--- config.mk ---
export PLATFORM = sky130hd
export DESIGN_NAME = lsu_addr_top
export DESIGN_NICKNAME = d
export VERILOG_FILES = /design/src/hdl/lsu_pkg.sv /design/src/hdl/agu_arbiter.sv /design/src/hdl/lsu_addr_queue.sv /design/src/hdl/lsu_addr_top.sv /design/src/hdl/vaddr_adder.sv
export VERILOG_INCLUDE_DIRS = /design/src /design/src/hdl
export SDC_FILE = /design/constraint.sdc
export NUM_CORES = 1
export LEC_CHECK = 0
export BUFFER_PORTS_ARGS = -buffer_cell sky130_fd_sc_hd__buf_4
export CORE_MARGIN = 5
export CORE_UTILIZATION = 63
export CTS_BUF_LIST = sky130_fd_sc_hd__clkbuf_4 sky130_fd_sc_hd__clkbuf_8
export CTS_CLUSTER_DIAMETER = 60
export CTS_CLUSTER_SIZE = 30
export DETAILED_ROUTE_END_ITERATION = 7
export HOLD_SLACK_MARGIN = 0.08
export PLACE_DENSITY = 0.84
export REMOVE_ABC_BUFFERS = 1
export SLEW_MARGIN = 15
export SYNTH_ARGS = -nofsm -noshare
export SYNTH_HDL_FRONTEND = slang
export SYNTH_SLANG_ARGS = --single-unit
--- constraint.sdc ---
create_clock -name clk_i -period 6.9 [get_ports clk_i]
set_input_delay 0 -clock clk_i [delete_from_list [all_inputs] [get_ports clk_i]]
set_output_delay 0 -clock clk_i [all_outputs]
set_load 0.005 [all_outputs]
--- src/hdl/lsu_cfg.svh ---
/* Configuration macros for the LSU address stage: data width, immediate width,
   queue depth and entry index width */
`ifndef LSU_CFG_SVH
`define LSU_CFG_SVH

// Data and virtual address width
`define LSU_XLEN 64

// I-type immediate width
`define LSU_I_IMM 12

// Entries per address queue
`define LSU_QDEPTH 4

// Entry index width, must cover LSU_QDEPTH
`define LSU_IDX_LEN 2

`endif

--- src/hdl/lsu_pkg.sv ---
/* LSU package: access type, paging mode, adder exception and queue entry state */
package lsu_pkg;

    // Load/store access width and signedness
    typedef enum logic [2:0] {
        LS_BYTE       = 3'd0,
        LS_BYTE_U     = 3'd1,
        LS_HALFWORD   = 3'd2,
        LS_HALFWORD_U = 3'd3,
        LS_WORD       = 3'd4,
        LS_WORD_U     = 3'd5,
        LS_DOUBLEWORD = 3'd6
    } ldst_type_t;

    // Paging mode, same encoding as the satp MODE field
    typedef enum logic [3:0] {
        BARE = 4'd0,
        SV39 = 4'd8,
        SV48 = 4'd9
    } satp_mode_t;

    // Exception raised by the address adder
    // Misaligned wins over page fault
    typedef enum logic [1:0] {
        VADDER_NO_EXCEPT    = 2'd0,
        VADDER_ALIGN_EXCEPT = 2'd1,
        VADDER_PAGE_EXCEPT  = 2'd2
    } vadder_except_t;

    // Life of one address queue slot
    // Empty, waiting for the adder, inside the adder, result ready
    typedef enum logic [1:0] {
        ST_EMPTY    = 2'd0,
        ST_WAIT_AGU = 2'd1,
        ST_IN_AGU   = 2'd2,
        ST_DONE     = 2'd3
    } entry_state_t;

endpackage

--- src/hdl/agu_arbiter.sv ---
/* Round-robin arbiter sharing the address adder between the load and store
   queues, with result steering back to the owner */
`timescale 1ns/1ns
`include "lsu_cfg.svh"

module agu_arbiter (
    input  logic                        clk_i,
    input  logic                        rst_n_i,
    // Requests and grants
    input  logic                        ld_req_i,
    input  logic                        st_req_i,
    output logic                        ld_gnt_o,
    output logic                        st_gnt_o,
    // Load queue operands
    input  logic [`LSU_IDX_LEN-1:0]     ld_idx_i,
    input  logic [`LSU_XLEN-1:0]        ld_rs1_i,
    input  logic [`LSU_I_IMM-1:0]       ld_imm_i,
    input  lsu_pkg::ldst_type_t         ld_type_i,
    // Store queue operands
    input  logic [`LSU_IDX_LEN-1:0]     st_idx_i,
    input  logic [`LSU_XLEN-1:0]        st_rs1_i,
    input  logic [`LSU_I_IMM-1:0]       st_imm_i,
    input  lsu_pkg::ldst_type_t         st_type_i,
    // To the adder
    output logic                        agu_valid_o,
    output logic                        agu_owner_o,
    output logic [`LSU_IDX_LEN-1:0]     agu_idx_o,
    output logic [`LSU_XLEN-1:0]        agu_rs1_o,
    output logic [`LSU_I_IMM-1:0]       agu_imm_o,
    output lsu_pkg::ldst_type_t         agu_type_o,
    // Result from the adder and strobes to the queues
    input  logic                        res_valid_i,
    input  logic                        res_owner_i,
    output logic                        ld_res_o,
    output logic                        st_res_o
);

    // High when the store queue won the last grant
    logic last_st_q;
    logic pick_st;

    // On a tie the queue not served last wins
    always_comb begin
        if (ld_req_i && st_req_i) begin
            pick_st = !last_st_q;
        end else begin
            pick_st = st_req_i;
        end
    end

    assign ld_gnt_o = ld_req_i & ~pick_st;
    assign st_gnt_o = st_req_i & pick_st;

    // Starts as store so the first tie goes to loads
    always_ff @(posedge clk_i or negedge rst_n_i) begin
        if (!rst_n_i) begin
            last_st_q <= 1'b1;
        end else if (ld_gnt_o || st_gnt_o) begin
            last_st_q <= st_gnt_o;
        end
    end

    // Winner's operands to the adder, owner high for stores
    assign agu_valid_o = ld_gnt_o | st_gnt_o;
    assign agu_owner_o = st_gnt_o;
    assign agu_idx_o   = pick_st ? st_idx_i : ld_idx_i;
    assign agu_rs1_o   = pick_st ? st_rs1_i : ld_rs1_i;
    assign agu_imm_o   = pick_st ? st_imm_i : ld_imm_i;
    assign agu_type_o  = pick_st ? st_type_i : ld_type_i;

    // Result valid back to the owning queue
    assign ld_res_o = res_valid_i & ~res_owner_i;
    assign st_res_o = res_valid_i & res_owner_i;

endmodule

--- src/hdl/lsu_addr_queue.sv ---
/* In-order address queue: four-phase issue port, adder request/grant,
   result capture by index and four-phase in-order completion port */
`timescale 1ns/1ns
`include "lsu_cfg.svh"

module lsu_addr_queue #(
    parameter int DEPTH = `LSU_QDEPTH
) (
    input  logic                        clk_i,
    input  logic                        rst_n_i,
    input  logic                        flush_i,
    // Issue port, four-phase
    input  logic                        iss_req_i,
    output logic                        iss_ack_o,
    input  logic [`LSU_XLEN-1:0]        iss_rs1_i,
    input  logic [`LSU_I_IMM-1:0]       iss_imm_i,
    input  lsu_pkg::ldst_type_t         iss_type_i,
    // Adder request, oldest waiting entry
    output logic                        agu_req_o,
    input  logic                        agu_gnt_i,
    output logic [`LSU_IDX_LEN-1:0]     agu_idx_o,
    output logic [`LSU_XLEN-1:0]        agu_rs1_o,
    output logic [`LSU_I_IMM-1:0]       agu_imm_o,
    output lsu_pkg::ldst_type_t         agu_type_o,
    // Adder result, strobe selects this queue
    input  logic                        res_strobe_i,
    input  logic [`LSU_IDX_LEN-1:0]     res_idx_i,
    input  logic [`LSU_XLEN-1:0]        res_vaddr_i,
    input  lsu_pkg::vadder_except_t     res_except_i,
    // Completion port, four-phase
    output logic                        cpl_req_o,
    input  logic                        cpl_ack_i,
    output logic [`LSU_XLEN-1:0]        cpl_vaddr_o,
    output lsu_pkg::vadder_except_t     cpl_except_o
);
    import lsu_pkg::*;

    // Per-slot state and payload
    entry_state_t          state_q  [DEPTH];
    logic [`LSU_XLEN-1:0]  rs1_q    [DEPTH];
    logic [`LSU_I_IMM-1:0] imm_q    [DEPTH];
    ldst_type_t            type_q   [DEPTH];
    logic [`LSU_XLEN-1:0]  vaddr_q  [DEPTH];
    vadder_except_t        except_q [DEPTH];

    // Head is the oldest entry, tail the next free slot
    logic [`LSU_IDX_LEN-1:0] head_q;
    logic [`LSU_IDX_LEN-1:0] tail_q;
    logic [`LSU_IDX_LEN-1:0] wait_idx;
    logic                    full;
    logic                    iss_accept;
    logic                    cpl_done;

    function automatic logic [`LSU_IDX_LEN-1:0] next_ptr(input logic [`LSU_IDX_LEN-1:0] p);
        next_ptr = (p == DEPTH-1) ? '0 : p + 1'b1;
    endfunction

    // Tail slot still busy means every slot is in use
    assign full       = (state_q[tail_q] != ST_EMPTY);
    assign iss_accept = iss_req_i & ~iss_ack_o & ~full & ~flush_i;
    assign cpl_done   = cpl_req_o & cpl_ack_i;

    // Oldest waiting entry, scanned from head so the nearest one wins
    always_comb begin
        int unsigned slot;
        agu_req_o = 1'b0;
        wait_idx  = head_q;
        for (int i = DEPTH-1; i >= 0; i--) begin
            slot = (head_q + i) % DEPTH;
            if (state_q[slot] == ST_WAIT_AGU) begin
                agu_req_o = 1'b1;
                wait_idx  = `LSU_IDX_LEN'(slot);
            end
        end
    end

    assign agu_idx_o  = wait_idx;
    assign agu_rs1_o  = rs1_q[wait_idx];
    assign agu_imm_o  = imm_q[wait_idx];
    assign agu_type_o = type_q[wait_idx];

    // Completion data always follows the head
    assign cpl_vaddr_o  = vaddr_q[head_q];
    assign cpl_except_o = except_q[head_q];

    always_ff @(posedge clk_i or negedge rst_n_i) begin
        if (!rst_n_i) begin
            for (int i = 0; i < DEPTH; i++) begin
                state_q[i] <= ST_EMPTY;
            end
            head_q    <= '0;
            tail_q    <= '0;
            iss_ack_o <= 1'b0;
            cpl_req_o <= 1'b0;
        end else if (flush_i) begin
            for (int i = 0; i < DEPTH; i++) begin
                state_q[i] <= ST_EMPTY;
            end
            head_q    <= '0;
            tail_q    <= '0;
            cpl_req_o <= 1'b0;
            // Let a pending issue handshake finish
            iss_ack_o <= iss_ack_o & iss_req_i;
        end else begin
            // Issue: write a free slot, ack until req falls
            if (iss_accept) begin
                state_q[tail_q] <= ST_WAIT_AGU;
                tail_q          <= next_ptr(tail_q);
                iss_ack_o       <= 1'b1;
            end else if (!iss_req_i) begin
                iss_ack_o <= 1'b0;
            end
            if (agu_gnt_i) begin
                state_q[wait_idx] <= ST_IN_AGU;
            end
            if (res_strobe_i) begin
                state_q[res_idx_i] <= ST_DONE;
            end
            // Completion: free head on ack, rise again only after ack low
            if (cpl_done) begin
                state_q[head_q] <= ST_EMPTY;
                head_q          <= next_ptr(head_q);
                cpl_req_o       <= 1'b0;
            end else if (!cpl_req_o && !cpl_ack_i && state_q[head_q] == ST_DONE) begin
                cpl_req_o <= 1'b1;
            end
        end
    end

    // Payload storage
    always_ff @(posedge clk_i) begin
        if (iss_accept) begin
            rs1_q[tail_q]  <= iss_rs1_i;
            imm_q[tail_q]  <= iss_imm_i;
            type_q[tail_q] <= iss_type_i;
        end
        if (res_strobe_i) begin
            vaddr_q[res_idx_i]  <= res_vaddr_i;
            except_q[res_idx_i] <= res_except_i;
        end
    end

endmodule

--- src/hdl/lsu_addr_top.sv ---
/* Address generation stage top: load and store queues, adder arbiter and
   shared virtual address adder */
`timescale 1ns/1ns
`include "lsu_cfg.svh"

module lsu_addr_top (
    input  logic                        clk_i,
    input  logic                        rst_n_i,
    input  logic                        flush_i,
    input  lsu_pkg::satp_mode_t         vm_mode_i,
    // Load issue
    input  logic                        ld_iss_req_i,
    output logic                        ld_iss_ack_o,
    input  logic [`LSU_XLEN-1:0]        ld_iss_rs1_i,
    input  logic [`LSU_I_IMM-1:0]       ld_iss_imm_i,
    input  lsu_pkg::ldst_type_t         ld_iss_type_i,
    // Load completion
    output logic                        ld_cpl_req_o,
    input  logic                        ld_cpl_ack_i,
    output logic [`LSU_XLEN-1:0]        ld_cpl_vaddr_o,
    output lsu_pkg::vadder_except_t     ld_cpl_except_o,
    // Store issue
    input  logic                        st_iss_req_i,
    output logic                        st_iss_ack_o,
    input  logic [`LSU_XLEN-1:0]        st_iss_rs1_i,
    input  logic [`LSU_I_IMM-1:0]       st_iss_imm_i,
    input  lsu_pkg::ldst_type_t         st_iss_type_i,
    // Store completion
    output logic                        st_cpl_req_o,
    input  logic                        st_cpl_ack_i,
    output logic [`LSU_XLEN-1:0]        st_cpl_vaddr_o,
    output lsu_pkg::vadder_except_t     st_cpl_except_o
);
    import lsu_pkg::*;

    // Queue to arbiter
    logic                    ld_agu_req, st_agu_req;
    logic                    ld_agu_gnt, st_agu_gnt;
    logic [`LSU_IDX_LEN-1:0] ld_agu_idx, st_agu_idx;
    logic [`LSU_XLEN-1:0]    ld_agu_rs1, st_agu_rs1;
    logic [`LSU_I_IMM-1:0]   ld_agu_imm, st_agu_imm;
    ldst_type_t              ld_agu_type, st_agu_type;

    // Arbiter to adder
    logic                    agu_valid;
    logic                    agu_owner;
    logic [`LSU_IDX_LEN-1:0] agu_idx;
    logic [`LSU_XLEN-1:0]    agu_rs1;
    logic [`LSU_I_IMM-1:0]   agu_imm;
    ldst_type_t              agu_type;

    // Adder result, shared by both queues
    logic                    res_valid;
    logic                    res_owner;
    logic [`LSU_IDX_LEN-1:0] res_idx;
    logic [`LSU_XLEN-1:0]    res_vaddr;
    vadder_except_t          res_except;
    logic                    ld_res, st_res;

    lsu_addr_queue #(.DEPTH(`LSU_QDEPTH)) u_ld_queue (
        .clk_i, .rst_n_i, .flush_i,
        .iss_req_i(ld_iss_req_i), .iss_ack_o(ld_iss_ack_o),
        .iss_rs1_i(ld_iss_rs1_i), .iss_imm_i(ld_iss_imm_i), .iss_type_i(ld_iss_type_i),
        .agu_req_o(ld_agu_req), .agu_gnt_i(ld_agu_gnt), .agu_idx_o(ld_agu_idx),
        .agu_rs1_o(ld_agu_rs1), .agu_imm_o(ld_agu_imm), .agu_type_o(ld_agu_type),
        .res_strobe_i(ld_res), .res_idx_i(res_idx),
        .res_vaddr_i(res_vaddr), .res_except_i(res_except),
        .cpl_req_o(ld_cpl_req_o), .cpl_ack_i(ld_cpl_ack_i),
        .cpl_vaddr_o(ld_cpl_vaddr_o), .cpl_except_o(ld_cpl_except_o)
    );

    lsu_addr_queue #(.DEPTH(`LSU_QDEPTH)) u_st_queue (
        .clk_i, .rst_n_i, .flush_i,
        .iss_req_i(st_iss_req_i), .iss_ack_o(st_iss_ack_o),
        .iss_rs1_i(st_iss_rs1_i), .iss_imm_i(st_iss_imm_i), .iss_type_i(st_iss_type_i),
        .agu_req_o(st_agu_req), .agu_gnt_i(st_agu_gnt), .agu_idx_o(st_agu_idx),
        .agu_rs1_o(st_agu_rs1), .agu_imm_o(st_agu_imm), .agu_type_o(st_agu_type),
        .res_strobe_i(st_res), .res_idx_i(res_idx),
        .res_vaddr_i(res_vaddr), .res_except_i(res_except),
        .cpl_req_o(st_cpl_req_o), .cpl_ack_i(st_cpl_ack_i),
        .cpl_vaddr_o(st_cpl_vaddr_o), .cpl_except_o(st_cpl_except_o)
    );

    agu_arbiter u_agu_arbiter (
        .clk_i, .rst_n_i,
        .ld_req_i(ld_agu_req), .st_req_i(st_agu_req),
        .ld_gnt_o(ld_agu_gnt), .st_gnt_o(st_agu_gnt),
        .ld_idx_i(ld_agu_idx), .ld_rs1_i(ld_agu_rs1),
        .ld_imm_i(ld_agu_imm), .ld_type_i(ld_agu_type),
        .st_idx_i(st_agu_idx), .st_rs1_i(st_agu_rs1),
        .st_imm_i(st_agu_imm), .st_type_i(st_agu_type),
        .agu_valid_o(agu_valid), .agu_owner_o(agu_owner), .agu_idx_o(agu_idx),
        .agu_rs1_o(agu_rs1), .agu_imm_o(agu_imm), .agu_type_o(agu_type),
        .res_valid_i(res_valid), .res_owner_i(res_owner),
        .ld_res_o(ld_res), .st_res_o(st_res)
    );

    vaddr_adder u_vaddr_adder (
        .clk_i, .rst_n_i, .flush_i, .vm_mode_i,
        .in_valid_i(agu_valid), .in_owner_i(agu_owner), .in_idx_i(agu_idx),
        .rs1_i(agu_rs1), .imm_i(agu_imm), .type_i(agu_type),
        .out_valid_o(res_valid), .out_owner_o(res_owner), .out_idx_o(res_idx),
        .vaddr_o(res_vaddr), .except_o(res_except)
    );

endmodule

--- src/hdl/vaddr_adder.sv ---
/* Registered virtual address adder with alignment and canonical-address checks,
   returning each result tagged with owner and entry index */
`timescale 1ns/1ns
`include "lsu_cfg.svh"

module vaddr_adder (
    input  logic                        clk_i,
    input  logic                        rst_n_i,
    input  logic                        flush_i,
    // Paging mode, sampled with the operands
    input  lsu_pkg::satp_mode_t         vm_mode_i,
    // Operands from the arbiter
    input  logic                        in_valid_i,
    input  logic                        in_owner_i,
    input  logic [`LSU_IDX_LEN-1:0]     in_idx_i,
    input  logic [`LSU_XLEN-1:0]        rs1_i,
    input  logic [`LSU_I_IMM-1:0]       imm_i,
    input  lsu_pkg::ldst_type_t         type_i,
    // Result, valid one cycle after the operands
    output logic                        out_valid_o,
    output logic                        out_owner_o,
    output logic [`LSU_IDX_LEN-1:0]     out_idx_o,
    output logic [`LSU_XLEN-1:0]        vaddr_o,
    output lsu_pkg::vadder_except_t     except_o
);
    import lsu_pkg::*;

    logic [`LSU_XLEN-1:0]  rs1_q;
    logic [`LSU_I_IMM-1:0] imm_q;
    logic [`LSU_XLEN-1:0]  sext_imm;
    ldst_type_t            type_q;
    satp_mode_t            vm_mode_q;
    logic                  align_err;
    logic                  page_err;

    // Result valid, a flush kills the operation in flight
    always_ff @(posedge clk_i or negedge rst_n_i) begin
        if (!rst_n_i) begin
            out_valid_o <= 1'b0;
        end else if (flush_i) begin
            out_valid_o <= 1'b0;
        end else begin
            out_valid_o <= in_valid_i;
        end
    end

    // Operand and tag registers, loaded only on a granted request
    always_ff @(posedge clk_i) begin
        if (in_valid_i) begin
            out_owner_o <= in_owner_i;
            out_idx_o   <= in_idx_i;
            rs1_q       <= rs1_i;
            imm_q       <= imm_i;
            type_q      <= type_i;
            vm_mode_q   <= vm_mode_i;
        end
    end

    // Sign-extend the immediate and add
    assign sext_imm = {{(`LSU_XLEN-`LSU_I_IMM){imm_q[`LSU_I_IMM-1]}}, imm_q};
    assign vaddr_o  = rs1_q + sext_imm;

    always_comb begin
        // Upper bits must copy the top translated bit
        case (vm_mode_q)
            SV39:    page_err = (vaddr_o[`LSU_XLEN-1:39] != {(`LSU_XLEN-39){vaddr_o[38]}});
            SV48:    page_err = (vaddr_o[`LSU_XLEN-1:48] != {(`LSU_XLEN-48){vaddr_o[47]}});
            default: page_err = 1'b0;
        endcase
        // Natural alignment per access width, bytes always aligned
        case (type_q)
            LS_HALFWORD, LS_HALFWORD_U: align_err = vaddr_o[0];
            LS_WORD, LS_WORD_U:         align_err = (vaddr_o[1:0] != 2'b00);
            LS_DOUBLEWORD:              align_err = (vaddr_o[2:0] != 3'b000);
            default:                    align_err = 1'b0;
        endcase
        // Misaligned has priority over page fault
        if (align_err) begin
            except_o = VADDER_ALIGN_EXCEPT;
        end else if (page_err) begin
            except_o = VADDER_PAGE_EXCEPT;
        end else begin
            except_o = VADDER_NO_EXCEPT;
        end
    end

endmodule

==> reports/qor.csv <==
stage,metric,value,unit
cts,number of buffers added for setup after CTS,0,
worst_setup_path,slowest library cell on the worst path,sky130_fd_sc_hd__edfxtp_1,
cts,clock latency reported for the late side of the worst-skew pair,760,ps
timing,unrepaired setup endpoints after global routing,no,
power,Power Dens Cells,449,nW/µm²
timing,number of endpoints with negative hold slack in the final report,0,
worst_setup_path,type of the worst setup path,reg -> reg,
power,Pwr Total,27.2,mW
worst_setup_path,"Cell Chain, Critical Path",buf_4 -> ha_1 -> nand2_1 -> nor4_1 -> o21ai_0 -> a32oi_1 -> o211ai_1 -> a211oi_1 -> inv_1 -> and2_1 -> a22oi_1 -> a221oi_1 -> a211oi_1,
timing,number of pins exceeding their max-slew limit in the final report,0,
timing,pin slew with the least headroom to its limit,1130,ps
die,Boundary Pins,305,
die,die outline height,297,µm
cts,clock tree from TritonCTS,yes,
logic_synthesis,Yosys warnings,0,
grt,Total Routing Usage GR,0.295,
cts,cell chosen for the clock root,sky130_fd_sc_hd__clkbuf_8,
hold_path,hold wc startpoint,ld_iss_rs1_i[15],
die,area enclosed by the die boundary,88400,µm²
cts,H-Tree Depth,3,
hold_path,Hold Crit Endpoint,u_ld_queue.rs1_q[3][15],
route,Starting DRT DRC Count,3444,
grt,pin count of the biggest net entering global routing,87,
placed_design,placed wire-length estimate after detailed placement,79700,µm
logic_synthesis,"Seq/Total Area, Yosys",0.734,
route,met2 wire length,67700,µm
hold_path,path category of the worst min-delay check,in -> reg,
worst_setup_path,Critical path origin,u_vaddr_adder.imm_q[11],
route,Vias/cell,6.48,
worst_setup_path,terminus of the critical flop-to-flop path,u_ld_queue.except_q[0][1],
logic_synthesis,dominant cells by area after synthesis,"sky130_fd_sc_hd__edfxtp_1 (72%), sky130_fd_sc_hd__mux4_2 (13%), sky130_fd_sc_hd__nand2_1 (2.4%)",
grt,via count of the first global-routing pass,30600,
run,max-capacitance violation count,0,
die,initial standard-cell utilization of the core,0.634,
worst_setup_path,arrival time at the worst endpoint,6200,ps
route,length of the first detailed-routing pass in iterations,5,
logic_synthesis,area share of the leading cell type in the synthesized netlist,0.720,
placed_design,"worst slack, placed",1400,ps
worst_setup_path,worst reg-to-reg setup slack,1100,ps
logic_synthesis,cell type with the highest aggregate area in the netlist,sky130_fd_sc_hd__edfxtp_1,
logic_synthesis,post-synthesis cell type count,79,
timing,achievable frequency,173,MHz
logic_synthesis,cell area after technology mapping,52000,µm²
die,total core area,82000,µm²
timing,number of failing setup endpoints in the final timing report,0,
timing,ratio of final minimum period to clock period,0.840,
worst_setup_path,WP data required,7310,ps
logic_synthesis,register bit count reported by yosys,1276,
logic_synthesis,Async SR Flop Fraction,0.0235,
timing,relative slew slack,0.238,
layout,number of fillers in the final layout,4538,
timing,least setup slack across all paths after layout,1100,ps
cts,Clock Sink Count,1276,
cts,CTS Buf Count,68,
cts,Max clock buf depth,3,
logic_synthesis,top flip-flop cell by instance count after synthesis,sky130_fd_sc_hd__edfxtp_1,
grt,wire length of the first global-routing pass,195000,µm
worst_setup_path,critical path capture point type,flop,
timing,skew final,61.0,ps
worst_setup_path,delay of the slowest cell on the worst path,970,ps
logic_synthesis,commonest cells in the netlist,"sky130_fd_sc_hd__edfxtp_1 (1246), sky130_fd_sc_hd__nand2_1 (328), sky130_fd_sc_hd__mux4_2 (295)",
cts,clk slew on worst S/H paths,160,ps
logic_synthesis,"EDFF count, synth",1246,
route,total via count in the routed design,29700,
layout,synth-to-layout area growth,16.6,%
placed_design,RD Place Congestion,0.916,
power,Worst IR Drop VDD,0.000326,V
die,overall die width,297,µm
route,routed wire length per instance,28.5,µm
route,metal1 wirelength,49800,µm
route,top layer reached by signal wires,met5,
logic_synthesis,most repeated cell in the gate-level netlist after synthesis,sky130_fd_sc_hd__edfxtp_1,
route,remaining routing DRC violations,0,
placed_design,port bufs,304,
status,status,"complete, no violations",
die,number of placement rows,105,
worst_setup_path,most common cell type on the critical path,sky130_fd_sc_hd__a211oi_1,
logic_synthesis,Mapped Cells,2826,
power,standby leakage power,20.4,nW
hold_path,Hold Path Stages,2,
route,remaining antenna violation count after routing,0,
logic_synthesis,average instance area after synthesis,18.4,µm²
grt,initial antenna violation count,17,
worst_setup_path,worst-path fanout max,31,
worst_setup_path,worst reg2reg path startpoint,u_vaddr_adder.imm_q[11],
worst_setup_path,worst reg-to-reg path cell count,13,
route,detailed-routed wire length on met3,10200,µm
layout,fraction of layout instances using a drive strength above 1,0.229,
timing,Tmin final,5800,ps
worst_setup_path,launching element type of the critical path,flop,
route,total wire length after detailed routing,131000,µm
layout,final layout net count,3706,
grt,grt total ovfl,0,
## layer usage
layer	global-route usage	up-vias
met3	0.0395	204
met1	0.411	15300
met4	0.0747	6
li1	-	12600
met2	0.507	1600
met5	0	-
## kinds of logic after synthesis
family	Yosys count	share of synthesized area
flip-flops	1276	0.734
AND/OR/NAND/NOR	615	0.0532
AO/OA/AOI/OAI	339	0.0417
multiplexers	306	0.130
buffers and inverters	155	0.0124
adder cells (fa/ha/maj)	80	0.0194
XOR/XNOR	55	0.00927
## critical path, delay by kind of cell, from the launching register on
| family | cells | cell delay [ps] |
|---|---|---|
| AO/OA/AOI/OAI | 7 | 2240 |
| AND/OR/NAND/NOR | 3 | 990 |
| flip-flops | 1 | 970 |
| buffers and inverters | 2 | 860 |
| adder cells (fa/ha/maj) | 1 | 350 |
## how the worst max path moves through the flow
stage	endpoint	slack, ps	cells past startpoint
3_5_place_dp	u_st_queue.except_q[0][1]	1400	13
4_1_cts	u_ld_queue.except_q[0][1]	1330	13
2_1_floorplan	u_vaddr_adder.imm_q[0]	-5780	8
5_1_grt	u_st_queue.except_q[3][1]	830	13
3_3_place_gp	u_st_queue.except_q[0][1]	1590	13
6_report	u_ld_queue.except_q[0][1]	1100	13
## cells in the final DEF, fill, tap and decap left out, types with 9 or more instances in the layout
cell type,netlist,final
sky130_fd_sc_hd__a211oi_1,22,22
sky130_fd_sc_hd__nor2_1,116,110
sky130_fd_sc_hd__o21ai_1,10,9
sky130_fd_sc_hd__nand4_1,28,28
sky130_fd_sc_hd__o21ai_0,58,58
sky130_fd_sc_hd__a21oi_1,119,119
sky130_fd_sc_hd__buf_4,8,329
sky130_fd_sc_hd__edfxtp_1,1246,1246
sky130_fd_sc_hd__mux4_2,295,295
sky130_fd_sc_hd__nor2b_1,11,11
sky130_fd_sc_hd__nand2_1,328,327
sky130_fd_sc_hd__o21a_1,15,15
sky130_fd_sc_hd__nand2b_1,13,13
sky130_fd_sc_hd__inv_1,41,36
sky130_fd_sc_hd__nor3_1,25,23
sky130_fd_sc_hd__or3_1,12,12
sky130_fd_sc_hd__a21o_1,19,18
sky130_fd_sc_hd__diode_2,0,12
sky130_fd_sc_hd__xnor2_1,36,33
sky130_fd_sc_hd__and2_1,18,13
sky130_fd_sc_hd__dlygate4sd3_1,0,339
sky130_fd_sc_hd__dfrtp_1,29,25
sky130_fd_sc_hd__xor2_1,19,18
sky130_fd_sc_hd__nand3_1,23,23
sky130_fd_sc_hd__clkbuf_8,0,71
sky130_fd_sc_hd__ha_1,79,79
sky130_fd_sc_hd__o21bai_1,14,14
## timing repair
item | CTS | global route
hold endpoints to repair | 695 | 0
hold buffers | 340 | 0
gates resized for setup | 0 | 0
## state kept, by name, indices dropped and copies added (netlist names), 12 cells and up
signal / cells
u_st_queue.vaddr_q: 256
u_ld_queue.vaddr_q: 256
u_vaddr_adder.imm_q: 12
u_vaddr_adder.rs1_q: 64
u_ld_queue.type_q: 12
u_ld_queue.imm_q: 48
u_ld_queue.rs1_q: 256
u_st_queue.type_q: 12
u_st_queue.imm_q: 48
u_st_queue.rs1_q: 256
## stage by stage
stage	TNS, ps	instance area, µm²	cells	util	hold WS [ps]
global route	0	60600	4591	0.740	120
detailed placement	0	55600	4117	0.678	-39.5
finish	0	60600	4591	0.740	167
CTS	0	60600	4579	0.739	85.2
global placement	0	55600	4117	0.678	-42.7
floorplan	-540700	51500	2712	-	-296
## power by group
group	internal, mW	switching (mW)
Sequential	12.0	0.447
Clock	1.22	2.53
Combinational	3.25	7.79
Total	16.5	10.8
## final cells by class
type                            instances  area (µm²)  share of cell area
Sequential cell                      1276       38200               0.630
Clock inverter                         49         642              0.0106
Multi-Input combinational cell       1395       13300               0.219
Clock buffer                           73         992              0.0164
Timing Repair Buffer                  675        6000              0.0990
Antenna cell                           12        30.0            0.000495
Inverter                               41         158             0.00260
Tap cell                             1070        1340              0.0221
Power figures use the tool's default switching activity.
